### src/csr_pkg.sv
package csr_pkg;

    // ##################################################
    // csr addresses
    // ##################################################

    typedef logic [11:0] csr_addr_t;

    localparam csr_addr_t csr_mstatus = 12'h300;
    localparam csr_addr_t csr_mtvec   = 12'h305;
    localparam csr_addr_t csr_mepc    = 12'h341;
    localparam csr_addr_t csr_mcause  = 12'h342;

    // ##################################################
    // mstatus layout
    // ##################################################

    localparam int unsigned mstatus_mie  = 3;  // global interrupt enable
    localparam int unsigned mstatus_mpie = 7;  // enable before the trap

    // mpp = 2'b11, machine mode only
    localparam logic [31:0] mstatus_reset = 32'h0000_1800;

    // ##################################################
    // trap causes
    // ##################################################

    // only synchronous cause handled here
    localparam logic [31:0] cause_ecall_m = 32'd11;  // ecall from m-mode

endpackage

### src/core_pkg.sv
package core_pkg;

    // ##################################################
    // datapath word
    // ##################################################

    typedef logic [31:0] word_t;

    localparam int unsigned xlen_bytes = $bits(word_t) / 8;  // pc step per instruction

    // ##################################################
    // writeback operation codes
    // ##################################################

    typedef logic [1:0] wb_op_t;

    localparam wb_op_t wb_alu   = 2'd0;  // result to rd
    localparam wb_op_t wb_csrrw = 2'd1;  // result to rd, write value to csr
    localparam wb_op_t wb_ecall = 2'd2;  // environment call trap
    localparam wb_op_t wb_mret  = 2'd3;  // return from trap

endpackage
### src/wb_top.sv
`timescale 1ns/1ps

module wb_top #(
    parameter int unsigned reg_addr_width = 5
) (
    input  logic                      clk,
    input  logic                      reset,
    // execute side
    input  logic                      ex_valid,
    input  core_pkg::wb_op_t          ex_op,
    input  logic [reg_addr_width-1:0] ex_rd,
    input  core_pkg::word_t           ex_result,
    input  csr_pkg::csr_addr_t        ex_csr_addr,
    input  core_pkg::word_t           ex_csr_wdata,
    input  core_pkg::word_t           ex_pc,
    output logic                      wb_ready,
    // read ports for decode and execute
    input  logic [reg_addr_width-1:0] rs1_addr,
    output core_pkg::word_t           rs1_data,
    input  logic [reg_addr_width-1:0] rs2_addr,
    output core_pkg::word_t           rs2_data,
    input  csr_pkg::csr_addr_t        csr_raddr,
    output core_pkg::word_t           csr_rdata,
    // retirement
    output logic                      retire,
    output logic                      redirect_valid,
    output core_pkg::word_t           redirect_pc
);

    import core_pkg::*;
    import csr_pkg::*;

    logic                      gpr_wen;
    logic [reg_addr_width-1:0] gpr_waddr;
    word_t                     gpr_wdata;

    logic      csr_wen;
    csr_addr_t csr_waddr1;
    word_t     csr_wdata1;
    csr_addr_t csr_waddr2;
    word_t     csr_wdata2;
    csr_addr_t csr_waddr3;
    word_t     csr_wdata3;

    word_t mstatus;
    word_t mtvec;
    word_t mepc;

    wb_ctrl #(
        .reg_addr_width(reg_addr_width)
    ) u_ctrl (
        .clk           (clk),
        .reset         (reset),
        .ex_valid      (ex_valid),
        .ex_op         (ex_op),
        .ex_rd         (ex_rd),
        .ex_result     (ex_result),
        .ex_csr_addr   (ex_csr_addr),
        .ex_csr_wdata  (ex_csr_wdata),
        .ex_pc         (ex_pc),
        .gpr_wen       (gpr_wen),
        .gpr_waddr     (gpr_waddr),
        .gpr_wdata     (gpr_wdata),
        .csr_wen       (csr_wen),
        .csr_waddr1    (csr_waddr1),
        .csr_wdata1    (csr_wdata1),
        .csr_waddr2    (csr_waddr2),
        .csr_wdata2    (csr_wdata2),
        .csr_waddr3    (csr_waddr3),
        .csr_wdata3    (csr_wdata3),
        .mstatus       (mstatus),
        .mtvec         (mtvec),
        .mepc          (mepc),
        .wb_ready      (wb_ready),
        .retire        (retire),
        .redirect_valid(redirect_valid),
        .redirect_pc   (redirect_pc)
    );

    gpr_file #(
        .reg_addr_width(reg_addr_width)
    ) u_gpr (
        .clk   (clk),
        .wen   (gpr_wen),
        .waddr (gpr_waddr),
        .wdata (gpr_wdata),
        .raddr1(rs1_addr),
        .raddr2(rs2_addr),
        .rdata1(rs1_data),
        .rdata2(rs2_data)
    );

    csr_file u_csr (
        .clk    (clk),
        .reset  (reset),
        .wen    (csr_wen),
        .waddr1 (csr_waddr1),
        .wdata1 (csr_wdata1),
        .waddr2 (csr_waddr2),
        .wdata2 (csr_wdata2),
        .waddr3 (csr_waddr3),
        .wdata3 (csr_wdata3),
        .raddr  (csr_raddr),
        .rdata  (csr_rdata),
        .mstatus(mstatus),
        .mtvec  (mtvec),
        .mepc   (mepc)
    );

endmodule

### src/wb_ctrl.sv
`timescale 1ns/1ps

module wb_ctrl #(
    parameter int unsigned reg_addr_width = 5
) (
    input  logic                      clk,
    input  logic                      reset,
    // execute side
    input  logic                      ex_valid,
    input  core_pkg::wb_op_t          ex_op,
    input  logic [reg_addr_width-1:0] ex_rd,
    input  core_pkg::word_t           ex_result,
    input  csr_pkg::csr_addr_t        ex_csr_addr,
    input  core_pkg::word_t           ex_csr_wdata,
    input  core_pkg::word_t           ex_pc,
    // gpr write port
    output logic                      gpr_wen,
    output logic [reg_addr_width-1:0] gpr_waddr,
    output core_pkg::word_t           gpr_wdata,
    // csr write ports
    output logic                      csr_wen,
    output csr_pkg::csr_addr_t        csr_waddr1,
    output core_pkg::word_t           csr_wdata1,
    output csr_pkg::csr_addr_t        csr_waddr2,
    output core_pkg::word_t           csr_wdata2,
    output csr_pkg::csr_addr_t        csr_waddr3,
    output core_pkg::word_t           csr_wdata3,
    // current trap state
    input  core_pkg::word_t           mstatus,
    input  core_pkg::word_t           mtvec,
    input  core_pkg::word_t           mepc,
    // pipeline status
    output logic                      wb_ready,
    output logic                      retire,
    output logic                      redirect_valid,
    output core_pkg::word_t           redirect_pc
);

    import core_pkg::*;
    import csr_pkg::*;

    // no csr lives here, parks unused write ports
    localparam csr_addr_t csr_idle = 12'h000;

    logic  is_alu;
    logic  is_csrrw;
    logic  is_ecall;
    logic  is_mret;
    word_t mstatus_trap;
    word_t mstatus_ret;

    assign is_alu   = (ex_op == wb_alu);
    assign is_csrrw = (ex_op == wb_csrrw);
    assign is_ecall = (ex_op == wb_ecall);
    assign is_mret  = (ex_op == wb_mret);

    assign wb_ready = ~reset;  // never back-pressures

    // ##################################################
    // gpr writeback
    // ##################################################

    assign gpr_wen   = ex_valid & (is_alu | is_csrrw);
    assign gpr_waddr = ex_rd;
    assign gpr_wdata = ex_result;

    // ##################################################
    // mstatus on trap entry and return
    // ##################################################

    always_comb begin
        mstatus_trap               = mstatus;
        mstatus_trap[mstatus_mpie] = mstatus[mstatus_mie];
        mstatus_trap[mstatus_mie]  = 1'b0;

        mstatus_ret                = mstatus;
        mstatus_ret[mstatus_mie]   = mstatus[mstatus_mpie];
        mstatus_ret[mstatus_mpie]  = 1'b1;
    end

    // ##################################################
    // csr write ports
    // ##################################################

    assign csr_wen = ex_valid & (is_csrrw | is_ecall | is_mret);

    always_comb begin
        csr_waddr1 = csr_idle;
        csr_wdata1 = '0;
        csr_waddr2 = csr_idle;
        csr_wdata2 = '0;
        csr_waddr3 = csr_idle;
        csr_wdata3 = '0;
        case (ex_op)
            wb_csrrw: begin
                csr_waddr1 = ex_csr_addr;
                csr_wdata1 = ex_csr_wdata;
                csr_waddr3 = ex_csr_addr;  // only lands if it is mstatus
                csr_wdata3 = ex_csr_wdata;
            end
            wb_ecall: begin
                csr_waddr1 = csr_mepc;
                csr_wdata1 = ex_pc;
                csr_waddr2 = csr_mcause;
                csr_wdata2 = cause_ecall_m;
                csr_waddr3 = csr_mstatus;
                csr_wdata3 = mstatus_trap;
            end
            wb_mret: begin
                csr_waddr3 = csr_mstatus;
                csr_wdata3 = mstatus_ret;
            end
            default: begin
                // alu touches no csr
            end
        endcase
    end

    // ##################################################
    // retire and redirect, one cycle after the strobe
    // ##################################################

    always_ff @(posedge clk) begin
        if (reset) begin
            retire         <= 1'b0;
            redirect_valid <= 1'b0;
            redirect_pc    <= '0;
        end else begin
            retire         <= ex_valid;
            redirect_valid <= ex_valid & (is_ecall | is_mret);
            if (ex_valid & is_ecall) begin
                redirect_pc <= mtvec;  // target before this commit
            end else if (ex_valid & is_mret) begin
                redirect_pc <= mepc;
            end
        end
    end

endmodule

### src/csr_file.sv
`timescale 1ns/1ps

module csr_file (
    input  logic               clk,
    input  logic               reset,
    input  logic               wen,
    input  csr_pkg::csr_addr_t waddr1,
    input  core_pkg::word_t    wdata1,
    input  csr_pkg::csr_addr_t waddr2,
    input  core_pkg::word_t    wdata2,
    input  csr_pkg::csr_addr_t waddr3,
    input  core_pkg::word_t    wdata3,
    input  csr_pkg::csr_addr_t raddr,
    output core_pkg::word_t    rdata,
    output core_pkg::word_t    mstatus,
    output core_pkg::word_t    mtvec,
    output core_pkg::word_t    mepc
);

    import core_pkg::*;
    import csr_pkg::*;

    word_t mcause;

    logic hit_mstatus;
    logic hit_mtvec;
    logic hit_mepc;
    logic hit_mcause;

    // port 1 wins over port 2, otherwise hold
    function automatic word_t port_pick(
        input csr_addr_t addr,
        input word_t     cur,
        input csr_addr_t a1,
        input word_t     d1,
        input csr_addr_t a2,
        input word_t     d2
    );
        if (a1 == addr) begin
            return d1;
        end else if (a2 == addr) begin
            return d2;
        end
        return cur;
    endfunction

    // ##################################################
    // write side
    // ##################################################

    always_ff @(posedge clk) begin
        if (reset) begin
            mstatus <= mstatus_reset;
            mtvec   <= '0;
            mepc    <= '0;
            mcause  <= '0;
        end else if (wen) begin
            if (waddr3 == csr_mstatus) begin  // mstatus only via port 3
                mstatus <= wdata3;
            end
            mtvec  <= port_pick(csr_mtvec, mtvec, waddr1, wdata1, waddr2, wdata2);
            mepc   <= port_pick(csr_mepc, mepc, waddr1, wdata1, waddr2, wdata2);
            mcause <= port_pick(csr_mcause, mcause, waddr1, wdata1, waddr2, wdata2);
        end
    end

    // ##################################################
    // read side
    // ##################################################

    assign hit_mstatus = (raddr == csr_mstatus);
    assign hit_mtvec   = (raddr == csr_mtvec);
    assign hit_mepc    = (raddr == csr_mepc);
    assign hit_mcause  = (raddr == csr_mcause);

    // and-or select, no hit reads zero
    assign rdata = ({$bits(word_t){hit_mstatus}} & mstatus) |
                   ({$bits(word_t){hit_mtvec}}   & mtvec)   |
                   ({$bits(word_t){hit_mepc}}    & mepc)    |
                   ({$bits(word_t){hit_mcause}}  & mcause);

endmodule

### src/gpr_file.sv
`timescale 1ns/1ps

module gpr_file #(
    parameter int unsigned reg_addr_width = 5
) (
    input  logic                      clk,
    input  logic                      wen,
    input  logic [reg_addr_width-1:0] waddr,
    input  core_pkg::word_t           wdata,
    input  logic [reg_addr_width-1:0] raddr1,
    input  logic [reg_addr_width-1:0] raddr2,
    output core_pkg::word_t           rdata1,
    output core_pkg::word_t           rdata2
);

    import core_pkg::*;

    localparam int unsigned num_regs = 2 ** reg_addr_width;

    word_t regs [num_regs];

    // ##################################################
    // write port
    // ##################################################

    always_ff @(posedge clk) begin
        if (wen) begin
            regs[waddr] <= wdata;
        end
        regs[0] <= '0;  // x0 hardwired, overrides any write to it
    end

    // ##################################################
    // read ports
    // ##################################################

    // asynchronous, write of this edge visible right after it
    assign rdata1 = regs[raddr1];
    assign rdata2 = regs[raddr2];

endmodule

### config.mk
export PLATFORM = sky130hd
export DESIGN_NAME = wb_top
export DESIGN_NICKNAME = d
export VERILOG_FILES = /design/src/csr_pkg.sv /design/src/core_pkg.sv /design/src/wb_top.sv /design/src/wb_ctrl.sv /design/src/csr_file.sv /design/src/gpr_file.sv
export SDC_FILE = /design/constraint.sdc
export NUM_CORES = 2
export LEC_CHECK = 0
export BUFFER_PORTS_ARGS = -buffer_cell sky130_fd_sc_hd__buf_2
export CAP_MARGIN = 20
export CORE_MARGIN = 4
export CORE_UTILIZATION = 59
export DETAILED_ROUTE_END_ITERATION = 10
export GPL_ROUTABILITY_DRIVEN = 0
export PLACE_DENSITY = 0.77
export SLEW_MARGIN = 20
export SYNTH_ARGS = -nofsm -noshare
export SYNTH_HDL_FRONTEND = slang
export SYNTH_HIERARCHICAL = 1
export SYNTH_SLANG_ARGS = --single-unit
### constraint.sdc
create_clock -name clk -period 4.7 [get_ports clk]
set_clock_uncertainty 0.05 [all_clocks]
set_input_delay 0.94 -clock clk [delete_from_list [all_inputs] [get_ports clk]]
set_output_delay 0.94 -clock clk [all_outputs]
set_load 0.1 [all_outputs]
==> results.md <==
- Status: complete, but fails checks
- Failing checks: max-slew violations
- Total number of vias: 38,734
- Die Y: 316 um
- Register area share after synthesis: 58.9%
- Initial antenna violation count: 7
- Total GRT Usage: 35.2%
- Final Cycle Share: 93.4%
- EDFF count, synth: 992
- Crit path required time: 3710 ps
- Most common cell after layout, fill and taps aside: edfxtp_1
- Worst EP arrival: 3400 ps
- Tmin final: 4390 ps
- Layout area overhead: 15.1%
- Non-Filler Instances: 5,197
- FP Rows: 112
- Async S/R FF share, synth: 0%
- WL/cell: 34.3 um
- Pre-CTS WS: 381 ps
- Root Driver: clkbuf_16
- RSZ-0062 raised after global routing: false
- Vias in the first global route: 38,239
- Postcts setup bufs: 0
- Worst-Margin Slew: 2360 ps
- Endpoints failing hold: 0
- Dpl cells: 4,976
- Leakage: 22.4 nW
- DRC viols: 0
- Ys Warns: 6
- Gate Count Post-Synth: 3,654
- Final Max Slew Viols: 67
- Reg clk slew, reported paths: 70 ps
- CP max FO: 37
- 1st-iter DRT viols: 5,983
- Setup WS post-layout: 309 ps
- Flops & latches, synth: 1,154
- Post-route ant nets: 0
- H-tree Lvls: 3
- Layout fillers: 5,960
- Routed WL: 178 mm
- Synth Cell Area: 56,100 um^2
- Multi-input logic area: 21,500 um^2
- VDD IR max: 0.357 mV
- Largest net degree at the start of global routing: 69
- Kind of end point of the critical path: output port
- GRT Residual Overflow: 0
- Maximum clock frequency: 0.228 GHz
- Max-cap violations: 0
- Pwr Total: 0.0237 W
- Port Buffers: 270
- Post-layout nets: 3,986
- CTS tree: yes
- CTS buffer count: 116
- First-pass GRT wire length: 257 mm
- CP Class: in -> out
- Pre-antenna DRT Iters: 6
- Pwr per Cell Area: 367 nW/um^2
- Commonest cells after routing, fill and taps aside: 992 x edfxtp_1, 384 x mux4_2, 255 x mux2i_1, 238 x nand2_1, 192 x a22o_1
- Synthesized area per cell: 15.3 um^2
- Post-CTS Hold Buffers: 0
- Drt via density: 7.45
- Fin Setup TNS: 0 ps
- Final Util: 68.9%
- Leading register cell type out of synthesis: edfxtp_1
- Core ar.: 93,700 um^2
- Register area: 33,000 um^2
- Dpl hpwl: 107 mm
- Post-CTS resize count: 0
- Share of cells above drive strength 1: 31.2%
- Initial Util: 59.8%
- Distinct cells, synth: 63
- Skew-Pair Late Insertion Delay: 700 ps
- Startpoint types: input port
- Final setup violation count: 0
- Headroom to the max-slew limit: -58.4%
- Clk sinks: 1,154
- Io pins: 271
- HP Class: reg -> reg
- CTS Buffer Depth: 3
- Die W: 316 um
- Die ar.: 100,000 um^2
flip-flops by register name (all words and copies together) (netlist names):
register	count
u_csr/mtvec	32
u_csr/mstatus	32
u_csr/mepc	32
u_gpr/regs	992
u_ctrl/retire	1
u_csr/mcause	32
u_ctrl/redirect_pc	32
u_ctrl/redirect_valid	1
metal layers:
layer | up-vias | routed length [um] | global-route usage, %
met5 | - | 10 | 0
met2 | 3445 | 83700 | 55.8
met1 | 19373 | 60800 | 47.0
met3 | 679 | 24600 | 8.82
li1 | 15235 | - | -
met4 | 2 | 9120 | 15.4
where the power goes:
group	total, W	switching [W]	leakage (nW)	internal [W]
sequential	0.0112	0.0000361	10.2	0.0112
combinational	0.00283	0.00186	10.2	0.000972
clock	0.00966	0.00398	1.94	0.00568
total	0.0237	0.00587	22.4	0.0178
critical path: stages:
cell	delay, ps
buf_8	400
buf_4	420
mux4_2	560
a22o_1	200
o21ai_1	360
o31ai_2	230
buf_12	220
area by class of cell:
| cell class | instances | area share (%) |
|---|---|---|
| multi-input combinational | 2106 | 33.3 |
| tap | 1254 | 2.43 |
| antenna | 3 | 0.0116 |
| timing repair buffer | 451 | 6.88 |
| clock buffer | 147 | 4.91 |
| inverter | 11 | 0.0659 |
| sequential | 1154 | 51.2 |
| clock inverter | 71 | 1.25 |
cells by family after synthesis:
logic type / after synthesis / synth area share [%]
AOI/OAI and AO/OA: 751 / 10.2
DFF: 1154 / 58.9
other: 1 / 0.00669
muxes: 703 / 21.3
buffers and inverters: 430 / 4.14
adders and majority gates: 6 / 0.134
and+or+nand+nor: 609 / 5.32
Yosys cell counts (32+ instances only):
| master | count | area (um^2) |
|---|---|---|
| and3_1 | 33 | 206 |
| edfxtp_1 | 992 | 29800 |
| a22o_1 | 192 | 1680 |
| o22ai_1 | 86 | 538 |
| nor3_1 | 65 | 325 |
| a221oi_1 | 32 | 280 |
| mux4_2 | 384 | 8650 |
| dfxtp_1 | 162 | 3240 |
| nand3_1 | 35 | 175 |
| nand2_1 | 240 | 901 |
| a211oi_1 | 97 | 728 |
| o21ai_1 | 64 | 320 |
| nand4_1 | 38 | 238 |
| mux2_2 | 64 | 721 |
| o31ai_1 | 64 | 480 |
| a221o_1 | 32 | 320 |
| mux2i_1 | 255 | 2550 |
| clkbuf_1 | 190 | 713 |
| a21boi_0 | 32 | 240 |
| buf_2 | 70 | 350 |
| and2_1 | 44 | 275 |
| nor2_1 | 103 | 387 |
| a21oi_1 | 69 | 345 |
| buf_4 | 128 | 961 |
final timing paths:
| kind | startpoint | endpoint | slack [ps] | cells past startpoint |
|---|---|---|---|---|
| max | rs1_addr[0] | rs1_data[6] | 310 | 7 |
| min | u_ctrl/redirect_pc[13]$_SDFFE_PP0P_ | u_ctrl/redirect_pc[13]$_SDFFE_PP0P_ | 410 | 2 |
| min reg2reg | u_ctrl/redirect_pc[13]$_SDFFE_PP0P_ | u_ctrl/redirect_pc[13]$_SDFFE_PP0P_ | 410 | 2 |
| max reg2reg | u_csr/mtvec[9]$_SDFFE_PP0P_ | u_ctrl/redirect_pc[9]$_SDFFE_PP0P_ | 3540 | 2 |
per-stage QoR:
| step | cell area (um^2) | hold slack (ps) |
|---|---|---|
| floorplan | 56500 | 408 |
| global placement | 60600 | 394 |
| detailed placement | 60600 | 398 |
| CTS | 64600 | 408 |
| global route | 64600 | 424 |
| finish | 64600 | 410 |
(Power assumes the default switching activity.)
